## config.mk

```make
export PLATFORM = sky130hd
export DESIGN_NAME = rvdec_top
export DESIGN_NICKNAME = d
export VERILOG_FILES = /design/src/verilog/rvdec_pkg.sv /design/src/verilog/instr_capture.sv /design/src/verilog/instr_queue.sv /design/src/verilog/instr_decode.sv /design/src/verilog/rvdec_top.sv
export VERILOG_INCLUDE_DIRS = /design/src /design/src/include
export SDC_FILE = /design/constraint.sdc
export NUM_CORES = 1
export LEC_CHECK = 0
export BUFFER_PORTS_ARGS = -buffer_cell sky130_fd_sc_hd__buf_2
export CORE_MARGIN = 4
export CORE_UTILIZATION = 52
export CTS_CLUSTER_SIZE = 8
export DETAILED_ROUTE_END_ITERATION = 10
export PLACE_DENSITY_LB_ADDON = 0.05
export SETUP_SLACK_MARGIN = 0.02
export SLEW_MARGIN = 20
export SYNTH_ARGS = -nofsm -noshare
export SYNTH_HDL_FRONTEND = slang
export SYNTH_SLANG_ARGS = --single-unit
```

## constraint.sdc

```tcl
create_clock -name clk -period 3.4 [get_ports clk]
set_input_delay 0.51 -clock clk [delete_from_list [all_inputs] [get_ports clk]]
set_output_delay 0.51 -clock clk [all_outputs]
set_load 0.05 [all_outputs]
```

## src/include/rvdec_consts.svh

```systemverilog
`ifndef RVDEC_CONSTS_SVH
`define RVDEC_CONSTS_SVH

// Data path width
`define RVDEC_XLEN 32

// Instruction queue, depth is a power of two
`define RVDEC_QDEPTH 4
`define RVDEC_QAW 2

// Major opcodes, instruction bits 6:2
`define RVDEC_OPC_LOAD   5'b00000
`define RVDEC_OPC_MISC   5'b00011
`define RVDEC_OPC_OPIMM  5'b00100
`define RVDEC_OPC_AUIPC  5'b00101
`define RVDEC_OPC_STORE  5'b01000
`define RVDEC_OPC_OP     5'b01100
`define RVDEC_OPC_LUI    5'b01101
`define RVDEC_OPC_BRANCH 5'b11000
`define RVDEC_OPC_JALR   5'b11001
`define RVDEC_OPC_JAL    5'b11011
`define RVDEC_OPC_SYSTEM 5'b11100

// Supported machine-mode CSRs
`define RVDEC_CSR_MSTATUS  12'h300
`define RVDEC_CSR_MIE      12'h304
`define RVDEC_CSR_MTVEC    12'h305
`define RVDEC_CSR_MSCRATCH 12'h340
`define RVDEC_CSR_MEPC     12'h341
`define RVDEC_CSR_MCAUSE   12'h342
`define RVDEC_CSR_MTVAL    12'h343
`define RVDEC_CSR_MIP      12'h344

`endif

```

## src/verilog/rvdec_pkg.sv

```systemverilog
`include "rvdec_consts.svh"

package rvdec_pkg;

   typedef logic [`RVDEC_XLEN-1:0] instr_t;
   typedef logic [`RVDEC_XLEN-1:0] imm_t;
   typedef logic [4:0]             reg_idx_t;
   typedef logic [2:0]             funct3_t;

   // Operation class of a decoded word
   typedef enum logic [3:0] {
      CLS_ALU     = 4'd0,
      CLS_SHIFT   = 4'd1,
      CLS_SLT     = 4'd2,
      CLS_LOAD    = 4'd3,
      CLS_STORE   = 4'd4,
      CLS_BRANCH  = 4'd5,
      CLS_JAL     = 4'd6,
      CLS_JALR    = 4'd7,
      CLS_LUI     = 4'd8,
      CLS_AUIPC   = 4'd9,
      CLS_CSR     = 4'd10,
      CLS_ECALL   = 4'd11,
      CLS_EBREAK  = 4'd12,
      CLS_MRET    = 4'd13,
      CLS_FENCE   = 4'd14,
      CLS_ILLEGAL = 4'd15
   } op_class_e;

   typedef enum logic [2:0] {
      CSR_MSTATUS, CSR_MIE, CSR_MTVEC, CSR_MSCRATCH,
      CSR_MEPC, CSR_MCAUSE, CSR_MTVAL, CSR_MIP
   } csr_sel_e;

   // Fetch side receiver
   typedef enum logic [1:0] {CAP_IDLE, CAP_ACKING, CAP_WAIT_LOW} cap_state_e;

   // Decoder sequencing
   typedef enum logic [1:0] {
      DEC_FETCH, DEC_LATCH, DEC_REQ, DEC_WAIT_ACK_LOW
   } dec_state_e;

endpackage

```

## src/verilog/instr_capture.sv

```systemverilog
`timescale 1ns/1ps

module instr_capture (
   input  logic              clk,
   input  logic              i_rst,
   input  logic              i_instr_req,
   input  rvdec_pkg::instr_t i_instr,
   output logic              o_instr_ack,
   input  logic              i_q_full,
   output logic              o_q_wr,
   output rvdec_pkg::instr_t o_q_wdata
);

   rvdec_pkg::cap_state_e state;
   logic                  ack_q;

   // One push per request, held off while the queue is full
   assign o_q_wr    = (state == rvdec_pkg::CAP_IDLE) && i_instr_req && !i_q_full;
   assign o_q_wdata = i_instr;

   assign o_instr_ack = ack_q;

   always_ff @(posedge clk) begin
      if (i_rst) begin
         state <= rvdec_pkg::CAP_IDLE;
         ack_q <= 1'b0;
      end else begin
         case (state)
            rvdec_pkg::CAP_IDLE: begin
               if (o_q_wr) begin
                  state <= rvdec_pkg::CAP_ACKING;
                  ack_q <= 1'b1;
               end
            end
            // Word stored, hold ack until the fetch side lets go
            rvdec_pkg::CAP_ACKING: begin
               if (!i_instr_req) begin
                  state <= rvdec_pkg::CAP_WAIT_LOW;
               end
            end
            // Request seen low, drop ack now
            rvdec_pkg::CAP_WAIT_LOW: begin
               state <= rvdec_pkg::CAP_IDLE;
               ack_q <= 1'b0;
            end
            default: begin
               state <= rvdec_pkg::CAP_IDLE;
               ack_q <= 1'b0;
            end
         endcase
      end
   end

endmodule

```

## src/verilog/instr_queue.sv

```systemverilog
`timescale 1ns/1ps

`include "rvdec_consts.svh"

module instr_queue (
   input  logic              clk,
   input  logic              i_rst,
   input  logic              i_wr,
   input  rvdec_pkg::instr_t i_wdata,
   input  logic              i_rd,
   output rvdec_pkg::instr_t o_rdata,
   output logic              o_full,
   output logic              o_empty
);

   rvdec_pkg::instr_t mem [`RVDEC_QDEPTH];

   logic [`RVDEC_QAW-1:0] wr_ptr;
   logic [`RVDEC_QAW-1:0] rd_ptr;
   logic [`RVDEC_QAW:0]   count;
   logic                  do_wr;
   logic                  do_rd;

   assign o_full  = (count == (`RVDEC_QAW+1)'(`RVDEC_QDEPTH));
   assign o_empty = (count == '0);

   assign do_wr = i_wr && !o_full;
   assign do_rd = i_rd && !o_empty;

   // Show-ahead head word
   assign o_rdata = mem[rd_ptr];

   always_ff @(posedge clk) begin
      if (do_wr) begin
         mem[wr_ptr] <= i_wdata;
      end
   end

   // Pointers wrap on their own, depth is a power of two
   always_ff @(posedge clk) begin
      if (i_rst) begin
         wr_ptr <= '0;
         rd_ptr <= '0;
      end else begin
         if (do_wr) begin
            wr_ptr <= wr_ptr + 1'b1;
         end
         if (do_rd) begin
            rd_ptr <= rd_ptr + 1'b1;
         end
      end
   end

   always_ff @(posedge clk) begin
      if (i_rst) begin
         count <= '0;
      end else begin
         case ({do_wr, do_rd})
            2'b10:   count <= count + 1'b1;
            2'b01:   count <= count - 1'b1;
            default: count <= count;
         endcase
      end
   end

endmodule

```

## src/verilog/instr_decode.sv

```systemverilog
`timescale 1ns/1ps

`include "rvdec_consts.svh"

module instr_decode (
   input  logic                 clk,
   input  logic                 i_rst,
   input  logic                 i_q_empty,
   output logic                 o_q_rd,
   input  rvdec_pkg::instr_t    i_q_rdata,
   output logic                 o_ctrl_req,
   input  logic                 i_ctrl_ack,
   output rvdec_pkg::op_class_e o_ctrl_class,
   output rvdec_pkg::reg_idx_t  o_ctrl_rd,
   output rvdec_pkg::reg_idx_t  o_ctrl_rs1,
   output rvdec_pkg::reg_idx_t  o_ctrl_rs2,
   output logic                 o_ctrl_rd_we,
   output rvdec_pkg::imm_t      o_ctrl_imm,
   output rvdec_pkg::funct3_t   o_ctrl_funct3,
   output logic                 o_ctrl_alu_sub,
   output logic                 o_ctrl_op_b_imm,
   output logic                 o_ctrl_mem_signed,
   output rvdec_pkg::csr_sel_e  o_ctrl_csr_sel
);

   rvdec_pkg::dec_state_e state;
   rvdec_pkg::instr_t     word_q;

   // Fields of the held word
   logic [4:0]         opcode;
   rvdec_pkg::funct3_t funct3;
   logic               bit30;
   logic [11:0]        sys_imm;
   logic               low_ok;
   logic               is_opimm;

   rvdec_pkg::imm_t imm_i;
   rvdec_pkg::imm_t imm_s;
   rvdec_pkg::imm_t imm_b;
   rvdec_pkg::imm_t imm_u;
   rvdec_pkg::imm_t imm_j;
   rvdec_pkg::imm_t imm;

   rvdec_pkg::op_class_e alu_cls;
   rvdec_pkg::op_class_e cls;
   rvdec_pkg::csr_sel_e  csr_sel;
   logic                 csr_ok;
   logic                 rd_we;
   logic                 alu_sub;
   logic                 op_b_imm;
   logic                 mem_signed;

   assign opcode   = word_q[6:2];
   assign funct3   = word_q[14:12];
   assign bit30    = word_q[30];
   assign sys_imm  = word_q[31:20];
   assign low_ok   = (word_q[1:0] == 2'b11);
   assign is_opimm = (opcode == `RVDEC_OPC_OPIMM);

   // Immediate formats, all sign extended from bit 31
   assign imm_i = {{20{word_q[31]}}, word_q[31:20]};
   assign imm_s = {{20{word_q[31]}}, word_q[31:25], word_q[11:7]};
   assign imm_b = {{19{word_q[31]}}, word_q[31], word_q[7], word_q[30:25], word_q[11:8], 1'b0};
   assign imm_u = {word_q[31:12], 12'b0};
   assign imm_j = {{11{word_q[31]}}, word_q[31], word_q[19:12], word_q[20], word_q[30:21], 1'b0};

   always_comb begin
      csr_ok  = 1'b1;
      csr_sel = rvdec_pkg::CSR_MSTATUS;
      case (sys_imm)
         `RVDEC_CSR_MSTATUS:  csr_sel = rvdec_pkg::CSR_MSTATUS;
         `RVDEC_CSR_MIE:      csr_sel = rvdec_pkg::CSR_MIE;
         `RVDEC_CSR_MTVEC:    csr_sel = rvdec_pkg::CSR_MTVEC;
         `RVDEC_CSR_MSCRATCH: csr_sel = rvdec_pkg::CSR_MSCRATCH;
         `RVDEC_CSR_MEPC:     csr_sel = rvdec_pkg::CSR_MEPC;
         `RVDEC_CSR_MCAUSE:   csr_sel = rvdec_pkg::CSR_MCAUSE;
         `RVDEC_CSR_MTVAL:    csr_sel = rvdec_pkg::CSR_MTVAL;
         `RVDEC_CSR_MIP:      csr_sel = rvdec_pkg::CSR_MIP;
         default:             csr_ok  = 1'b0;
      endcase
   end

   // OP and OPIMM split on funct3
   always_comb begin
      case (funct3)
         3'b001, 3'b101: alu_cls = rvdec_pkg::CLS_SHIFT;
         3'b010, 3'b011: alu_cls = rvdec_pkg::CLS_SLT;
         default:        alu_cls = rvdec_pkg::CLS_ALU;
      endcase
   end

   always_comb begin
      cls = rvdec_pkg::CLS_ILLEGAL;
      if (low_ok) begin
         case (opcode)
            `RVDEC_OPC_OP, `RVDEC_OPC_OPIMM: cls = alu_cls;
            `RVDEC_OPC_LOAD:   cls = rvdec_pkg::CLS_LOAD;
            `RVDEC_OPC_STORE:  cls = rvdec_pkg::CLS_STORE;
            `RVDEC_OPC_BRANCH: cls = rvdec_pkg::CLS_BRANCH;
            `RVDEC_OPC_JAL:    cls = rvdec_pkg::CLS_JAL;
            `RVDEC_OPC_JALR:   cls = rvdec_pkg::CLS_JALR;
            `RVDEC_OPC_LUI:    cls = rvdec_pkg::CLS_LUI;
            `RVDEC_OPC_AUIPC:  cls = rvdec_pkg::CLS_AUIPC;
            `RVDEC_OPC_MISC:   cls = rvdec_pkg::CLS_FENCE;
            `RVDEC_OPC_SYSTEM: begin
               if (funct3 == 3'b000) begin
                  case (sys_imm)
                     12'h000: cls = rvdec_pkg::CLS_ECALL;
                     12'h001: cls = rvdec_pkg::CLS_EBREAK;
                     12'h302: cls = rvdec_pkg::CLS_MRET;
                     default: cls = rvdec_pkg::CLS_ILLEGAL;
                  endcase
               end else if (csr_ok) begin
                  cls = rvdec_pkg::CLS_CSR;
               end
            end
            default: cls = rvdec_pkg::CLS_ILLEGAL;
         endcase
      end
   end

   // Immediate picked by class so illegal words give zero
   always_comb begin
      case (cls)
         rvdec_pkg::CLS_ALU, rvdec_pkg::CLS_SHIFT, rvdec_pkg::CLS_SLT:
            imm = is_opimm ? imm_i : '0;
         rvdec_pkg::CLS_LOAD, rvdec_pkg::CLS_JALR, rvdec_pkg::CLS_CSR,
         rvdec_pkg::CLS_ECALL, rvdec_pkg::CLS_EBREAK, rvdec_pkg::CLS_MRET:
            imm = imm_i;
         rvdec_pkg::CLS_STORE:  imm = imm_s;
         rvdec_pkg::CLS_BRANCH: imm = imm_b;
         rvdec_pkg::CLS_LUI, rvdec_pkg::CLS_AUIPC: imm = imm_u;
         rvdec_pkg::CLS_JAL:    imm = imm_j;
         default:               imm = '0;
      endcase
   end

   assign rd_we = cls inside {rvdec_pkg::CLS_ALU, rvdec_pkg::CLS_SHIFT, rvdec_pkg::CLS_SLT,
                              rvdec_pkg::CLS_LOAD, rvdec_pkg::CLS_JAL, rvdec_pkg::CLS_JALR,
                              rvdec_pkg::CLS_LUI, rvdec_pkg::CLS_AUIPC, rvdec_pkg::CLS_CSR};

   // SUB, compares and arithmetic right shifts
   assign alu_sub = (cls == rvdec_pkg::CLS_ALU && !is_opimm && funct3 == 3'b000 && bit30) ||
                    (cls == rvdec_pkg::CLS_SLT) || (cls == rvdec_pkg::CLS_BRANCH) ||
                    (cls == rvdec_pkg::CLS_SHIFT && funct3[2] && bit30);

   assign op_b_imm = (cls inside {rvdec_pkg::CLS_LOAD, rvdec_pkg::CLS_STORE,
                                  rvdec_pkg::CLS_JALR, rvdec_pkg::CLS_LUI,
                                  rvdec_pkg::CLS_AUIPC}) ||
                     (is_opimm && cls inside {rvdec_pkg::CLS_ALU, rvdec_pkg::CLS_SHIFT,
                                              rvdec_pkg::CLS_SLT});

   assign mem_signed = (cls == rvdec_pkg::CLS_LOAD) && !funct3[2];

   assign o_q_rd = (state == rvdec_pkg::DEC_FETCH) && !i_q_empty;

   always_ff @(posedge clk) begin
      if (i_rst) begin
         state      <= rvdec_pkg::DEC_FETCH;
         o_ctrl_req <= 1'b0;
      end else begin
         case (state)
            rvdec_pkg::DEC_FETCH: begin
               if (!i_q_empty) begin
                  state <= rvdec_pkg::DEC_LATCH;
               end
            end
            rvdec_pkg::DEC_LATCH: begin
               state      <= rvdec_pkg::DEC_REQ;
               o_ctrl_req <= 1'b1;
            end
            rvdec_pkg::DEC_REQ: begin
               if (i_ctrl_ack) begin
                  state      <= rvdec_pkg::DEC_WAIT_ACK_LOW;
                  o_ctrl_req <= 1'b0;
               end
            end
            rvdec_pkg::DEC_WAIT_ACK_LOW: begin
               if (!i_ctrl_ack) begin
                  state <= rvdec_pkg::DEC_FETCH;
               end
            end
            default: begin
               state      <= rvdec_pkg::DEC_FETCH;
               o_ctrl_req <= 1'b0;
            end
         endcase
      end
   end

   // Word and bundle registers, bundle frozen until the next LATCH
   always_ff @(posedge clk) begin
      if (o_q_rd) begin
         word_q <= i_q_rdata;
      end
      if (state == rvdec_pkg::DEC_LATCH) begin
         o_ctrl_class      <= cls;
         o_ctrl_rd         <= word_q[11:7];
         o_ctrl_rs1        <= word_q[19:15];
         o_ctrl_rs2        <= word_q[24:20];
         o_ctrl_rd_we      <= rd_we;
         o_ctrl_imm        <= imm;
         o_ctrl_funct3     <= funct3;
         o_ctrl_alu_sub    <= alu_sub;
         o_ctrl_op_b_imm   <= op_b_imm;
         o_ctrl_mem_signed <= mem_signed;
         o_ctrl_csr_sel    <= csr_sel;
      end
   end

endmodule

```

## src/verilog/rvdec_top.sv

```systemverilog
`timescale 1ns/1ps

module rvdec_top (
   input  logic                 clk,
   input  logic                 i_rst,
   input  logic                 i_instr_req,
   input  rvdec_pkg::instr_t    i_instr,
   output logic                 o_instr_ack,
   output logic                 o_ctrl_req,
   input  logic                 i_ctrl_ack,
   output rvdec_pkg::op_class_e o_ctrl_class,
   output rvdec_pkg::reg_idx_t  o_ctrl_rd,
   output rvdec_pkg::reg_idx_t  o_ctrl_rs1,
   output rvdec_pkg::reg_idx_t  o_ctrl_rs2,
   output logic                 o_ctrl_rd_we,
   output rvdec_pkg::imm_t      o_ctrl_imm,
   output rvdec_pkg::funct3_t   o_ctrl_funct3,
   output logic                 o_ctrl_alu_sub,
   output logic                 o_ctrl_op_b_imm,
   output logic                 o_ctrl_mem_signed,
   output rvdec_pkg::csr_sel_e  o_ctrl_csr_sel
);

   // Queue side signals
   logic              q_wr;
   rvdec_pkg::instr_t q_wdata;
   logic              q_full;
   logic              q_rd;
   rvdec_pkg::instr_t q_rdata;
   logic              q_empty;

   instr_capture i_instr_capture (
      .clk         (clk),
      .i_rst       (i_rst),
      .i_instr_req (i_instr_req),
      .i_instr     (i_instr),
      .o_instr_ack (o_instr_ack),
      .i_q_full    (q_full),
      .o_q_wr      (q_wr),
      .o_q_wdata   (q_wdata)
   );

   instr_queue i_instr_queue (
      .clk     (clk),
      .i_rst   (i_rst),
      .i_wr    (q_wr),
      .i_wdata (q_wdata),
      .i_rd    (q_rd),
      .o_rdata (q_rdata),
      .o_full  (q_full),
      .o_empty (q_empty)
   );

   instr_decode i_instr_decode (
      .clk               (clk),
      .i_rst             (i_rst),
      .i_q_empty         (q_empty),
      .o_q_rd            (q_rd),
      .i_q_rdata         (q_rdata),
      .o_ctrl_req        (o_ctrl_req),
      .i_ctrl_ack        (i_ctrl_ack),
      .o_ctrl_class      (o_ctrl_class),
      .o_ctrl_rd         (o_ctrl_rd),
      .o_ctrl_rs1        (o_ctrl_rs1),
      .o_ctrl_rs2        (o_ctrl_rs2),
      .o_ctrl_rd_we      (o_ctrl_rd_we),
      .o_ctrl_imm        (o_ctrl_imm),
      .o_ctrl_funct3     (o_ctrl_funct3),
      .o_ctrl_alu_sub    (o_ctrl_alu_sub),
      .o_ctrl_op_b_imm   (o_ctrl_op_b_imm),
      .o_ctrl_mem_signed (o_ctrl_mem_signed),
      .o_ctrl_csr_sel    (o_ctrl_csr_sel)
   );

endmodule

```

==> reports/metrics.cfg <==
[sta]
tns_ns=0
rsz0062_at_grt=no
fmax_ghz=0.330
fin_crit_ns=3.03
fin_crit_sh=0.892
timing.slew.headroom=0.444
tightest_slew_ns=0.831
setup_viol=0
finalHoldViolations=0
slew_viol_final=0
fin_skew_ns=0.0202

[critical_path]
r2r_slack_ns=0.37
crit_end=i_instr_decode.o_ctrl_imm[26]$_DFFE_PP_
worst_r2r_path_depth=7
cp.required_ns=3.63
cp-start-kind=register
cp-end-kind=register
crit_arrival_ns=3.27
r2r_end=i_instr_decode.o_ctrl_imm[26]$_DFFE_PP_
r2r_start=i_instr_decode.word_q[23]$_DFFE_PP_
crit_type=reg -> reg
cp-startpoint=i_instr_decode.word_q[23]$_DFFE_PP_
crit_fanout=17

[routing]
via_count=4852
wl_per_cell_um=20.3
viasPerCell=5.66
drc=0
firstDrtPassIters=4
wirelength_mm=17.4
final_antenna_net_count=0
initialDrtViolationCount=275

[global_routing]
grt_start_max_net_pins=35
grtUsageTotal=0.181
antenna_found_initial=0
gr-usage-met1=0.232
use_met3=0.0485
grt_overflow_total=0
grt_pass1_vias=5136
grt_pass1_wl_mm=27.8
grt.busiest_layer=met2
grt_use_met2=0.306

[clock_network]
post-cts-setup-buffers=0
cts_sinks=234
cts.path.max_buffers=3
cts_buffers=35
hold_buffers=0
cts_tree=done
cts_max_level=2
cts-root-buf=clkbuf_16
cts_resized=0
clk_latency_ns=0.50
clkTransAtPathRegs_ns=0.05

[min_path]
hold_path.class=in -> reg
hold_path_depth=2

[placement]
portBuffers=98
dp_hpwl_mm=11.3
gp_congestion=0.841
dpl_cell_area_um2=10000

[yosys]
synth_ff_type=edfxtp_1
synthCells=495
synth_top_cell_by_area=edfxtp_1
ys_top_cells_by_area=edfxtp_1 73%, mux4_2 7.9%, dfxtp_1 2.8%, a22o_1 1.4%, ha_1 1.4%
synth-edff-count=221
ys_seq_elements=234
synth_top_area_share=0.727
synth_warnings=0
syn-num-nets=542
async_reset_ff_frac=0
syn-cell-area_um2=9130
ys_types=62
postSynthAreaPerCell_um2=18.4
ys_seq_area_frac=0.755

[floorplan]
ios=99
start_util=0.530
die_h_um=141
die_w_um=141
core-area_um2=17200
dieArea_um2=19700
row_count=48

[layout]
drive_gt1_frac=0.332
multi_input_area_um2=2060
seqCellArea_um2=6900
fin_area_um2=10900
fillers=1237
syn2layout_area_growth_pct=19.7
layout.nets=673
diodes=0

[run_status]
outcome=complete, no violations

[job]
max_cap_viol_count=0

[power_and_ir_drop]
p_leak_nw=3.84
ir_worst_vdd_uv=613
power.density_nw_per_um2=948

==> critical path, cell delays in order (launching register included) <==
cell and delay, ns:
edfxtp_1 0.46, nor4_1 0.45, o2111ai_1 0.21, a211oi_2 0.32, or3b_4 0.52, nor3b_2 0.22, a211o_4 0.38, a22o_1 0.21
==> cell usage after synthesis (2+ instances only) <==
| master | count |
|---|---|
| a211o_1 | 3 |
| a211oi_1 | 2 |
| a21o_1 | 3 |
| a21oi_1 | 12 |
| a22o_1 | 15 |
| a31o_2 | 2 |
| a31oi_1 | 4 |
| and2_1 | 11 |
| and3_1 | 3 |
| buf_1 | 4 |
| buf_2 | 4 |
| buf_6 | 2 |
| clkbuf_1 | 11 |
| dfxtp_1 | 13 |
| edfxtp_1 | 221 |
| ha_1 | 10 |
| inv_1 | 21 |
| inv_2 | 2 |
| mux4_2 | 32 |
| nand2_1 | 9 |
| nand2b_1 | 2 |
| nand3_1 | 6 |
| nand3b_1 | 3 |
| nor2_1 | 21 |
| nor2b_1 | 10 |
| nor3_1 | 5 |
| o2111ai_1 | 2 |
| o211ai_1 | 3 |
| o21ai_0 | 7 |
| o21ai_1 | 9 |
| or3_1 | 4 |
| or4_1 | 3 |
| xnor2_1 | 4 |
| xor2_1 | 4 |
==> logic make-up (layout without fill, tap and decap cells) <==
kind of cell,Yosys count,after routing,share of synthesized area
AND/OR/NAND/NOR,89,89,0.0595
multiplexers,33,33,0.0800
adder cells (fa/ha/maj),11,11,0.0159
AO/OA/AOI/OAI,75,75,0.0607
XOR/XNOR,8,8,0.00767
buffers and inverters,45,183,0.0211
flip-flops,234,234,0.755
==> stage by stage <==
| stage | utilization | power, mW | hold slack, ns | setup slack [ns] | instances |
|---|---|---|---|---|---|
| 6_report | 0.634 | 10.4 | 0.227 | 0.366 | 858 |
| 3_3_place_gp | 0.580 | 7.45 | 0.430 | 0.507 | 814 |
| 4_1_cts | 0.634 | 10.5 | 0.204 | 0.419 | 858 |
| 5_1_grt | 0.634 | 10.9 | 0.202 | 0.248 | 858 |
| 3_5_place_dp | 0.580 | 7.53 | 0.438 | 0.455 | 814 |
| 2_1_floorplan | - | 6.67 | 0.419 | 0.397 | 495 |
==> metal layers <==
metal | routed length [um] | share of wire
met3 | 1110 | 0.064
met4 | 306 | 0.018
met2 | 8800 | 0.51
met5 | 0 | 0
met1 | 7180 | 0.41
==> registers in the layout, summed over array words and instances (netlist names), 2 cells and up <==
signal,flops
i_instr_queue.mem,128
i_instr_decode.o_ctrl_rs2,5
i_instr_queue.rd_ptr,2
i_instr_decode.state,2
i_instr_decode.word_q,32
i_instr_decode.o_ctrl_class,4
i_instr_queue.wr_ptr,2
i_instr_decode.o_ctrl_rd,5
i_instr_decode.o_ctrl_funct3,3
i_instr_decode.o_ctrl_csr_sel,3
i_instr_decode.o_ctrl_rs1,5
i_instr_queue.count,3
i_instr_decode.o_ctrl_imm,32
i_instr_capture.state,2
==> worst min-delay path by stage <==
stage	startpoint	endpoint	slack, ns
floorplan	i_instr_capture.state[1]$_SDFFE_PP0P_	i_instr_capture.state[1]$_SDFFE_PP0P_	0.42
detailed placement	i_instr_decode.word_q[16]$_DFFE_PP_	i_instr_decode.o_ctrl_rs1[1]$_DFFE_PP_	0.44
finish	i_instr_req	i_instr_capture.state[1]$_SDFFE_PP0P_	0.23
global placement	i_instr_capture.state[1]$_SDFFE_PP0P_	i_instr_capture.state[1]$_SDFFE_PP0P_	0.43
global route	i_instr_req	i_instr_capture.state[1]$_SDFFE_PP0P_	0.20
CTS	i_instr_req	i_instr_capture.state[1]$_SDFFE_PP0P_	0.20
==> layout make-up <==
cell class,instances,area share
clock buffer,40,0.0819
sequential,234,0.631
timing repair buffer,116,0.0618
tap,225,0.0258
multi-input combinational,216,0.188
inverter,23,0.00790
clock inverter,4,0.00321
==> where the power goes <==
group	switching [mW]	leakage [nW]	internal, mW	total, mW
logic	2.08	1.23	0.919	3.00
clock network	1.10	0.455	1.84	2.93
registers	0.367	2.15	4.06	4.43
==> layout by cell type (no fill, tap or decap), drive strengths merged, types with 2 or more instances in the layout <==
cell and count:
or4 3, a31oi 4, a211oi 3, o211ai 3, nand2b 2, ha 10, xor2 4, and3 3
o21ai 16, clkbuf 40, buf 116, nand2 9, nand3 6, o2111ai 2, or3 4, xnor2 4
and2 11, mux4 32, nor3 6, nand3b 3, a211o 4, a21o 3, nor2b 10, a21oi 13
dfxtp 13, nor4 3, a22o 15, nor4b 2, edfxtp 221, a31o 2, a221oi 2, nor2 21
inv 26, nor3b 2
No activity file was read; power rests on OpenSTA's default activity.
